$ cat config.mk
export PLATFORM = sky130hd
export DESIGN_NAME = mem_subsys_top
export DESIGN_NICKNAME = d
export VERILOG_FILES = /design/src/dram_types_pkg.sv /design/src/bus_types_pkg.sv /design/src/bus_req_arbiter.sv /design/src/line_req_fifo.sv /design/src/dram_line_ctrl.sv /design/src/mem_subsys_top.sv
export VERILOG_INCLUDE_DIRS = /design/src /design/src/src
export SDC_FILE = /design/constraint.sdc
export NUM_CORES = 2
export LEC_CHECK = 0
export BUFFER_PORTS_ARGS = -buffer_cell sky130_fd_sc_hd__buf_2
export CAP_MARGIN = 15
export CORE_MARGIN = 1
export CORE_UTILIZATION = 45
export DETAILED_ROUTE_END_ITERATION = 12
export HOLD_SLACK_MARGIN = 0.05
export PLACE_DENSITY = 0.6
export SLEW_MARGIN = 20
export SYNTH_ARGS = -nofsm -noshare
export SYNTH_HDL_FRONTEND = slang
export SYNTH_SLANG_ARGS = --single-unit
$ cat constraint.sdc
create_clock -name i_clk -period 13.08 [get_ports i_clk]
set_input_delay 2.616 -clock i_clk [delete_from_list [all_inputs] [get_ports i_clk]]
set_output_delay 2.616 -clock i_clk [all_outputs]
set_load 0.005 [all_outputs]
$ cat src/mem_macros.svh
// memory path parameters
`ifndef MEM_MACROS_SVH
`define MEM_MACROS_SVH

// request queue entries
`define FIFO_DEPTH 4
// free slots at or below which rqfull rises
`define FIFO_AFULL_MARGIN 2

// 128-bit lines in the store
`define LINE_ENTRIES 16
// pop to write finish
`define DRAM_WR_CYCLES 4
// pop to read data valid
`define DRAM_RD_CYCLES 6

`endif

$ cat src/dram_types_pkg.sv
// line store types
package dram_types_pkg;

	typedef logic [127:0] line_data_t; // one dram line
	typedef logic [15:0] byte_mask_t; // 1 keeps the byte, as on mig
	typedef logic [3:0] line_idx_t; // address bits 7:4

	// controller fsm
	typedef enum logic [1:0] {
		CTRL_IDLE,
		CTRL_WRITE,
		CTRL_READ,
		CTRL_RESP
	} ctrl_state_e;

endpackage

$ cat src/bus_types_pkg.sv
// requester side bus types
package bus_types_pkg;
	import dram_types_pkg::*;

	typedef logic [31:0] bus_addr_t; // low 4 bits ignored

	typedef enum logic {
		SRC_UART,
		SRC_DC
	} req_src_e;

	typedef enum logic {
		CMD_WRITE,
		CMD_READ
	} req_cmd_e;

	// one queue entry
	typedef struct packed {
		req_src_e src;
		req_cmd_e cmd;
		bus_addr_t addr;
		line_data_t data;
		byte_mask_t mask;
	} line_req_t;

	// response toward one requester
	typedef struct packed {
		logic finish_wresp; // write done strobe
		logic rdat_valid; // read data strobe
		line_data_t rdat;
	} line_rsp_t;

endpackage

$ cat src/bus_req_arbiter.sv
// request arbiter
`timescale 1ns/1ns

module bus_req_arbiter
	import bus_types_pkg::*;
	import dram_types_pkg::*;
(
	input logic i_clk,
	input logic i_reset,
	input logic i_uart_wstart_rq,
	input bus_addr_t i_uart_win_addr,
	input line_data_t i_uart_in_wdata,
	input byte_mask_t i_uart_in_mask,
	input logic i_uart_rstart_rq,
	input bus_addr_t i_uart_rin_addr,
	input logic i_dc_wstart_rq,
	input bus_addr_t i_dc_win_addr,
	input line_data_t i_dc_in_wdata,
	input byte_mask_t i_dc_in_mask,
	input logic i_dc_rstart_rq,
	input bus_addr_t i_dc_rin_addr,
	output logic o_push,
	output line_req_t o_req
);

	logic [1:0] new_vld; // indexed by req_src_e
	line_req_t new_req [2];
	logic [1:0] pend_vld;
	line_req_t pend_req [2];
	logic [1:0] take_pend;
	logic [1:0] take_new;
	line_req_t sel_req;

	function automatic line_req_t make_req(
		input req_src_e src,
		input logic wstart,
		input bus_addr_t waddr,
		input line_data_t wdata,
		input byte_mask_t mask,
		input bus_addr_t raddr
	);
		line_req_t req;
		req.src = src;
		req.cmd = wstart ? CMD_WRITE : CMD_READ;
		req.addr = wstart ? waddr : raddr;
		req.data = wdata;
		req.mask = mask;
		return req;
	endfunction

	always_comb begin
		new_vld[SRC_UART] = i_uart_wstart_rq | i_uart_rstart_rq;
		new_vld[SRC_DC] = i_dc_wstart_rq | i_dc_rstart_rq;
		new_req[SRC_UART] = make_req(SRC_UART, i_uart_wstart_rq, i_uart_win_addr,
			i_uart_in_wdata, i_uart_in_mask, i_uart_rin_addr);
		new_req[SRC_DC] = make_req(SRC_DC, i_dc_wstart_rq, i_dc_win_addr,
			i_dc_in_wdata, i_dc_in_mask, i_dc_rin_addr);
	end

	// pending first, then dc before uart
	always_comb begin
		take_pend = '0;
		take_new = '0;
		sel_req = pend_req[SRC_DC];
		if (pend_vld[SRC_DC]) begin
			take_pend[SRC_DC] = 1'b1;
		end else if (pend_vld[SRC_UART]) begin
			take_pend[SRC_UART] = 1'b1;
			sel_req = pend_req[SRC_UART];
		end else if (new_vld[SRC_DC]) begin
			take_new[SRC_DC] = 1'b1;
			sel_req = new_req[SRC_DC];
		end else if (new_vld[SRC_UART]) begin
			take_new[SRC_UART] = 1'b1;
			sel_req = new_req[SRC_UART];
		end
	end

	always_ff @(posedge i_clk) begin
		if (i_reset) begin
			o_push <= 1'b0;
			pend_vld <= '0;
		end else begin
			o_push <= |{take_pend, take_new};
			for (int s = 0; s < 2; s++) begin
				pend_vld[s] <= (pend_vld[s] & ~take_pend[s]) | (new_vld[s] & ~take_new[s]);
			end
		end
	end

	always_ff @(posedge i_clk) begin
		o_req <= sel_req;
		for (int s = 0; s < 2; s++) begin
			if (new_vld[s] & ~take_new[s])
				pend_req[s] <= new_req[s]; // loser parks here
		end
	end

	// a requester issues one command per cycle
	a_one_cmd: assert property (@(posedge i_clk) disable iff (i_reset)
		!(i_uart_wstart_rq && i_uart_rstart_rq) && !(i_dc_wstart_rq && i_dc_rstart_rq));

	// a held slot must drain before its source strobes again
	a_pend_room: assert property (@(posedge i_clk) disable iff (i_reset)
		(new_vld & pend_vld & ~take_pend) == 2'b00);

endmodule

$ cat src/line_req_fifo.sv
// line request queue
`timescale 1ns/1ns
`include "mem_macros.svh"

module line_req_fifo
	import bus_types_pkg::*;
(
	input logic i_clk,
	input logic i_reset,
	input logic i_push,
	input line_req_t i_req,
	input logic i_pop,
	output line_req_t o_head,
	output logic o_not_empty,
	output logic o_rqfull
);

	localparam int PTR_W = $clog2(`FIFO_DEPTH);
	localparam int CNT_W = $clog2(`FIFO_DEPTH + 1);

	line_req_t mem [`FIFO_DEPTH];
	logic [PTR_W-1:0] wr_ptr;
	logic [PTR_W-1:0] rd_ptr;
	logic [CNT_W-1:0] count;
	logic [CNT_W-1:0] count_next;

	function automatic logic [PTR_W-1:0] next_ptr(input logic [PTR_W-1:0] ptr);
		return (ptr == PTR_W'(`FIFO_DEPTH - 1)) ? '0 : ptr + 1'b1;
	endfunction

	always_comb begin
		count_next = count;
		if (i_push && !i_pop)
			count_next = count + 1'b1;
		else if (!i_push && i_pop)
			count_next = count - 1'b1;
	end

	always_ff @(posedge i_clk) begin
		if (i_reset) begin
			wr_ptr <= '0;
			rd_ptr <= '0;
			count <= '0;
			o_rqfull <= 1'b0;
		end else begin
			if (i_push)
				wr_ptr <= next_ptr(wr_ptr);
			if (i_pop)
				rd_ptr <= next_ptr(rd_ptr);
			count <= count_next;
			o_rqfull <= count_next >= CNT_W'(`FIFO_DEPTH - `FIFO_AFULL_MARGIN); // early warning
		end
	end

	always_ff @(posedge i_clk) begin
		if (i_push)
			mem[wr_ptr] <= i_req;
	end

	assign o_head = mem[rd_ptr];
	assign o_not_empty = (count != '0);

	// requesters ignored rqfull
	a_no_overflow: assert property (@(posedge i_clk) disable iff (i_reset)
		!(i_push && count == CNT_W'(`FIFO_DEPTH)));

	a_no_underflow: assert property (@(posedge i_clk) disable iff (i_reset)
		!(i_pop && count == '0));

endmodule

$ cat src/dram_line_ctrl.sv
// dram line controller model
`timescale 1ns/1ns
`include "mem_macros.svh"

module dram_line_ctrl
	import bus_types_pkg::*;
	import dram_types_pkg::*;
(
	input logic i_clk,
	input logic i_reset,
	input line_req_t i_head,
	input logic i_not_empty,
	output logic o_pop,
	output line_rsp_t o_uart_rsp,
	output line_rsp_t o_dc_rsp
);

	localparam int CNT_W = $clog2(`DRAM_RD_CYCLES > `DRAM_WR_CYCLES ?
		`DRAM_RD_CYCLES : `DRAM_WR_CYCLES);

	ctrl_state_e state;
	logic [CNT_W-1:0] lat_cnt;
	line_req_t cur; // request being served
	line_idx_t cur_idx;
	line_data_t store [`LINE_ENTRIES];
	logic [`LINE_ENTRIES-1:0] written; // unwritten lines read as zero
	line_data_t rd_line;
	line_data_t rd_data;

	// mask bit 1 keeps the old byte
	function automatic line_data_t merge_line(
		input line_data_t old_line,
		input line_data_t new_line,
		input byte_mask_t mask
	);
		line_data_t res;
		for (int b = 0; b < $bits(byte_mask_t); b++) begin
			res[b*8 +: 8] = mask[b] ? old_line[b*8 +: 8] : new_line[b*8 +: 8];
		end
		return res;
	endfunction

	function automatic line_rsp_t make_rsp(
		input req_src_e src,
		input logic in_resp,
		input line_req_t req,
		input line_data_t data
	);
		line_rsp_t rsp;
		rsp = '0;
		if (in_resp && req.src == src) begin
			rsp.finish_wresp = (req.cmd == CMD_WRITE);
			rsp.rdat_valid = (req.cmd == CMD_READ);
			rsp.rdat = (req.cmd == CMD_READ) ? data : '0;
		end
		return rsp;
	endfunction

	assign o_pop = (state == CTRL_IDLE) && i_not_empty;
	assign cur_idx = cur.addr[7:4];
	assign rd_line = written[cur_idx] ? store[cur_idx] : '0;

	always_ff @(posedge i_clk) begin
		if (i_reset) begin
			state <= CTRL_IDLE;
			lat_cnt <= '0;
			written <= '0;
		end else begin
			case (state)
			CTRL_IDLE: begin
				if (o_pop) begin
					state <= (i_head.cmd == CMD_WRITE) ? CTRL_WRITE : CTRL_READ;
					lat_cnt <= (i_head.cmd == CMD_WRITE) ? CNT_W'(`DRAM_WR_CYCLES - 2) :
						CNT_W'(`DRAM_RD_CYCLES - 2);
				end
			end
			CTRL_WRITE: begin
				if (lat_cnt == '0) begin
					state <= CTRL_RESP;
					written[cur_idx] <= 1'b1;
				end else begin
					lat_cnt <= lat_cnt - 1'b1;
				end
			end
			CTRL_READ: begin
				if (lat_cnt == '0)
					state <= CTRL_RESP;
				else
					lat_cnt <= lat_cnt - 1'b1;
			end
			CTRL_RESP: state <= CTRL_IDLE; // pop allowed next cycle
			default: state <= CTRL_IDLE;
			endcase
		end
	end

	always_ff @(posedge i_clk) begin
		if (o_pop)
			cur <= i_head;
		if (state == CTRL_WRITE && lat_cnt == '0)
			store[cur_idx] <= merge_line(rd_line, cur.data, cur.mask);
		if (state == CTRL_READ && lat_cnt == '0)
			rd_data <= rd_line;
	end

	always_comb begin
		o_uart_rsp = make_rsp(SRC_UART, state == CTRL_RESP, cur, rd_data);
		o_dc_rsp = make_rsp(SRC_DC, state == CTRL_RESP, cur, rd_data);
	end

	// one strobe to one source per response cycle
	a_one_rsp: assert property (@(posedge i_clk) disable iff (i_reset)
		state == CTRL_RESP |-> $onehot({o_uart_rsp.finish_wresp, o_uart_rsp.rdat_valid,
			o_dc_rsp.finish_wresp, o_dc_rsp.rdat_valid}));

	// read data arrives exactly DRAM_RD_CYCLES after the pop
	a_rd_latency: assert property (@(posedge i_clk) disable iff (i_reset)
		o_pop && i_head.cmd == CMD_READ |-> ##(`DRAM_RD_CYCLES)
			(o_uart_rsp.rdat_valid || o_dc_rsp.rdat_valid));

endmodule

$ cat src/mem_subsys_top.sv
// memory subsystem top
`timescale 1ns/1ns

module mem_subsys_top
	import bus_types_pkg::*;
	import dram_types_pkg::*;
(
	input logic i_clk,
	input logic i_reset,
	input logic i_uart_wstart_rq,
	input bus_addr_t i_uart_win_addr,
	input line_data_t i_uart_in_wdata,
	input byte_mask_t i_uart_in_mask,
	input logic i_uart_rstart_rq,
	input bus_addr_t i_uart_rin_addr,
	output logic o_uart_finish_wresp,
	output logic o_uart_rdat_m_valid,
	output line_data_t o_uart_rdat_m_data,
	output logic o_uart_finish_mrd,
	input logic i_dc_wstart_rq,
	input bus_addr_t i_dc_win_addr,
	input line_data_t i_dc_in_wdata,
	input byte_mask_t i_dc_in_mask,
	input logic i_dc_rstart_rq,
	input bus_addr_t i_dc_rin_addr,
	output logic o_dc_finish_wresp,
	output logic o_dc_rdat_m_valid,
	output line_data_t o_dc_rdat_m_data,
	output logic o_dc_finish_mrd,
	output logic o_rqfull
);

	logic push;
	line_req_t req; // arbiter to queue
	logic pop;
	line_req_t head; // queue to controller
	logic not_empty;
	line_rsp_t uart_rsp;
	line_rsp_t dc_rsp;

	bus_req_arbiter bus_req_arbiter_i (
		.i_clk(i_clk),
		.i_reset(i_reset),
		.i_uart_wstart_rq(i_uart_wstart_rq),
		.i_uart_win_addr(i_uart_win_addr),
		.i_uart_in_wdata(i_uart_in_wdata),
		.i_uart_in_mask(i_uart_in_mask),
		.i_uart_rstart_rq(i_uart_rstart_rq),
		.i_uart_rin_addr(i_uart_rin_addr),
		.i_dc_wstart_rq(i_dc_wstart_rq),
		.i_dc_win_addr(i_dc_win_addr),
		.i_dc_in_wdata(i_dc_in_wdata),
		.i_dc_in_mask(i_dc_in_mask),
		.i_dc_rstart_rq(i_dc_rstart_rq),
		.i_dc_rin_addr(i_dc_rin_addr),
		.o_push(push),
		.o_req(req)
	);

	line_req_fifo line_req_fifo_i (
		.i_clk(i_clk),
		.i_reset(i_reset),
		.i_push(push),
		.i_req(req),
		.i_pop(pop),
		.o_head(head),
		.o_not_empty(not_empty),
		.o_rqfull(o_rqfull)
	);

	dram_line_ctrl dram_line_ctrl_i (
		.i_clk(i_clk),
		.i_reset(i_reset),
		.i_head(head),
		.i_not_empty(not_empty),
		.o_pop(pop),
		.o_uart_rsp(uart_rsp),
		.o_dc_rsp(dc_rsp)
	);

	assign o_uart_finish_wresp = uart_rsp.finish_wresp;
	assign o_uart_rdat_m_valid = uart_rsp.rdat_valid;
	assign o_uart_rdat_m_data = uart_rsp.rdat;
	assign o_uart_finish_mrd = uart_rsp.rdat_valid; // read finishes with its data
	assign o_dc_finish_wresp = dc_rsp.finish_wresp;
	assign o_dc_rdat_m_valid = dc_rsp.rdat_valid;
	assign o_dc_rdat_m_data = dc_rsp.rdat;
	assign o_dc_finish_mrd = dc_rsp.rdat_valid;

endmodule

==> impl_metrics.ini <==
[status]
status = finished, final reports clean

[timing]
grt_setup_unrepaired = no
finalHoldViolCount = 0
clock_skew_ns = 0.0518
hold_ws_ns = 0.453
timing.slew.headroom_pct = 23.0
slew_violations = 0
min_period_ns = 6.41
period_share_pct = 49.0
worstMarginPinSlew_ns = 1.15
finalSetupViolations = 0
setup-tns-final_ns = 0
clock.fmax_mhz = 156
fin_ws_ns = 6.67

[worst_setup_path]
cp_num_cells = 6
endpoint = o_uart_rdat_m_data[85]
worst_r2r_endpoint = dram_line_ctrl_i.store[10][0]
r2r_setup_slack_ns = 8.28
slowest_delay_ns = 0.71
cp-startpoint = dram_line_ctrl_i.state[0]
critPathKind = reg2out
crit_path_end_kind = primary output
critical_path.top_delay_family = simple AND/OR/NAND/NOR gates
crit_fanout = 92
crit_buf_inv = 2
cp.required_ns = 10.46
arrival_ns = 3.80
r2r_cells = 7
crit_slowest_cell = nor2_4
start_kind = flip-flop
crit_path_cell_trace = ha_1 > nand2_1 > nor2_4 > buf_4 > and2_1 > buf_2

[synth]
syn_nets = 7229
ys_top_cells_by_area = edfxtp_1 (74%), mux4_2 (11%), dfxtp_1 (2.9%), a22o_1 (1.7%), nor2_1 (1.3%)
postSynth.asyncResetShare_pct = 0
netlist_area_mm2 = 0.132
ys_types = 47
postSynthAreaPerCell_um2 = 19.4
yosys_warnings = 0
synth_top_area_cell = edfxtp_1
ys.flop_type = edfxtp_1
ys_ff_latch = 3412
ys_seq_area_share_pct = 76.5
synth-edff-count = 3224
synth_top_area_share_pct = 73.6
netlist_instances = 6791

[finish]
final_cells = 11700
layout_commonest_cell = edfxtp_1
final_cell_mix = edfxtp_1 (3224), mux4_2 (666), buf_2 (570)
fillers = 23100
layout-drive-gt1-share_pct = 26.3
nets = 7868
area_growth_pct = 14.6

[grt]
grtUsageTotal_pct = 21.3
grt_pass1_wl_mm = 458
antenna_found_initial = 61
grt_pass1_vias = 66200
grt-ovfl-total = 0
grt_max_degree = 167

[floorplanning]
die_area_mm2 = 0.295
start_util_pct = 45.2
ios = 685
num_rows = 198
die_w_um = 543
die_h_um = 543
core_mm2 = 0.291

[pwr]
peakVddDrop_mv = 0.213
p_total_w = 0.0321
p_per_area_mw_per_mm2 = 213
cellLeakagePower_nw = 49.8

[placed_design]
io_buffers = 572
dp_hpwl_mm = 169
finalWeightedCongestion = 0.752
place_ws_ns = 7.37
dp_cells = 11000

[detailed_routing]
post_drt_via_cell_ratio = 5.69
first_pass_iters = 8
vias = 66300
dr.first_iter.drc_count = 6619
final_antenna_net_count = 0
drcViolationCount = 0
wl_per_cell_um = 27.3
wirelength_mm = 318

[cts]
clock_path_buffers = 4
cts_tree = yes
ctsResizeCount = 0
cts_root_buf = clkbuf_16
cts.sinks = 3412
htree_num_levels = 5
postCtsSetupRepairBufs = 0
clk_pin_slew_ns = 0.06
cts_buffers = 355
hold_buffers = 0
clkLatencyLatePin_ns = 0.94

[min_path]
worstHoldStart = bus_req_arbiter_i.o_req[33]
hp-class = reg2reg

[run]
cap_violations = 0
==> kinds of logic after synthesis <==
kind of cell | count (synthesis) | synth area share [%]
mux | 681 | 11.5
buf+inv | 471 | 1.76
fa+ha+maj | 16 | 0.152
compound gates | 1015 | 6.13
xor+xnor | 2 | 0.0133
flops | 3412 | 76.5
simple gates | 1194 | 3.97
==> how the worst min path moves through the flow <==
stage                                              end  slack, ns  cells past startpoint
final                       line_req_fifo_i.mem[1][33]       0.45                      0
after global routing        line_req_fifo_i.mem[3][35]       0.47                      0
after CTS                   line_req_fifo_i.mem[1][33]       0.45                      0
after detailed placement  dram_line_ctrl_i.written[11]       0.46                      2
after global placement    dram_line_ctrl_i.written[12]       0.44                      2
after floorplan           dram_line_ctrl_i.written[10]       0.43                      2
==> synth_stat cells (5+ instances only) <==
cell type,count
nor2_1,455
buf_2,78
nand2_1,440
a311oi_1,5
a211oi_1,145
mux2_2,9
a21oi_1,22
o21a_1,144
buf_12,10
dfxtp_1,188
or3_1,6
edfxtp_1,3224
mux2i_1,6
ha_1,16
and2_1,261
o21ai_0,146
inv_1,31
mux4_2,666
buf_1,50
a22o_1,256
buf_4,55
o31a_1,144
o211ai_1,5
a31oi_1,6
buf_6,9
clkbuf_1,236
o31ai_1,56
nor3_1,8
o31ai_2,72
nand2b_1,7
a21o_1,5
==> area by class of cell <==
class                           count  area (um^2)  area share [%]
Multi-Input combinational cell   2908        28900            19.2
Timing Repair Buffer              721         4300            2.85
Sequential cell                  3412       101000            66.7
Clock inverter                    197         2350            1.56
Antenna cell                       25         62.6          0.0415
Inverter                           32          125          0.0830
Tap cell                         3900         4880            3.24
Clock buffer                      459         9560            6.34
==> where the power goes <==
group          total, W  switching, W  internal (W)
clock            0.0102       0.00424       0.00598
combinational   0.00731       0.00455       0.00277
sequential       0.0145      0.000634        0.0139
total            0.0321       0.00942        0.0227
==> metrics by stage <==
step / area (um^2) / util [%]
global route: 151000 / 51.8
detailed placement: 139000 / 47.7
global placement: 139000 / 47.7
floorplan: 132000 / -
finish: 151000 / 51.8
CTS: 151000 / 51.8
==> layer usage <==
layer	up-vias	routed length, um	global-route usage (%)
met2	2455	143000	31.6
met4	60	5980	4.80
li1	28700	-	-
met5	-	373	0
met3	440	28000	5.08
met1	34600	141000	32.0
==> registers in the layout (all words and copies together) (netlist names), 3 cells and up, named ones only <==
name	flops
dram_line_ctrl_i.store	2048
line_req_fifo_i.mem	600
bus_req_arbiter_i.pend_req	298
bus_req_arbiter_i.o_req	150
dram_line_ctrl_i.cur	150
dram_line_ctrl_i.rd_data	128
dram_line_ctrl_i.written	16
dram_line_ctrl_i.lat_cnt	3
line_req_fifo_i.count	3
No activity file was read; power rests on OpenSTA's default activity.
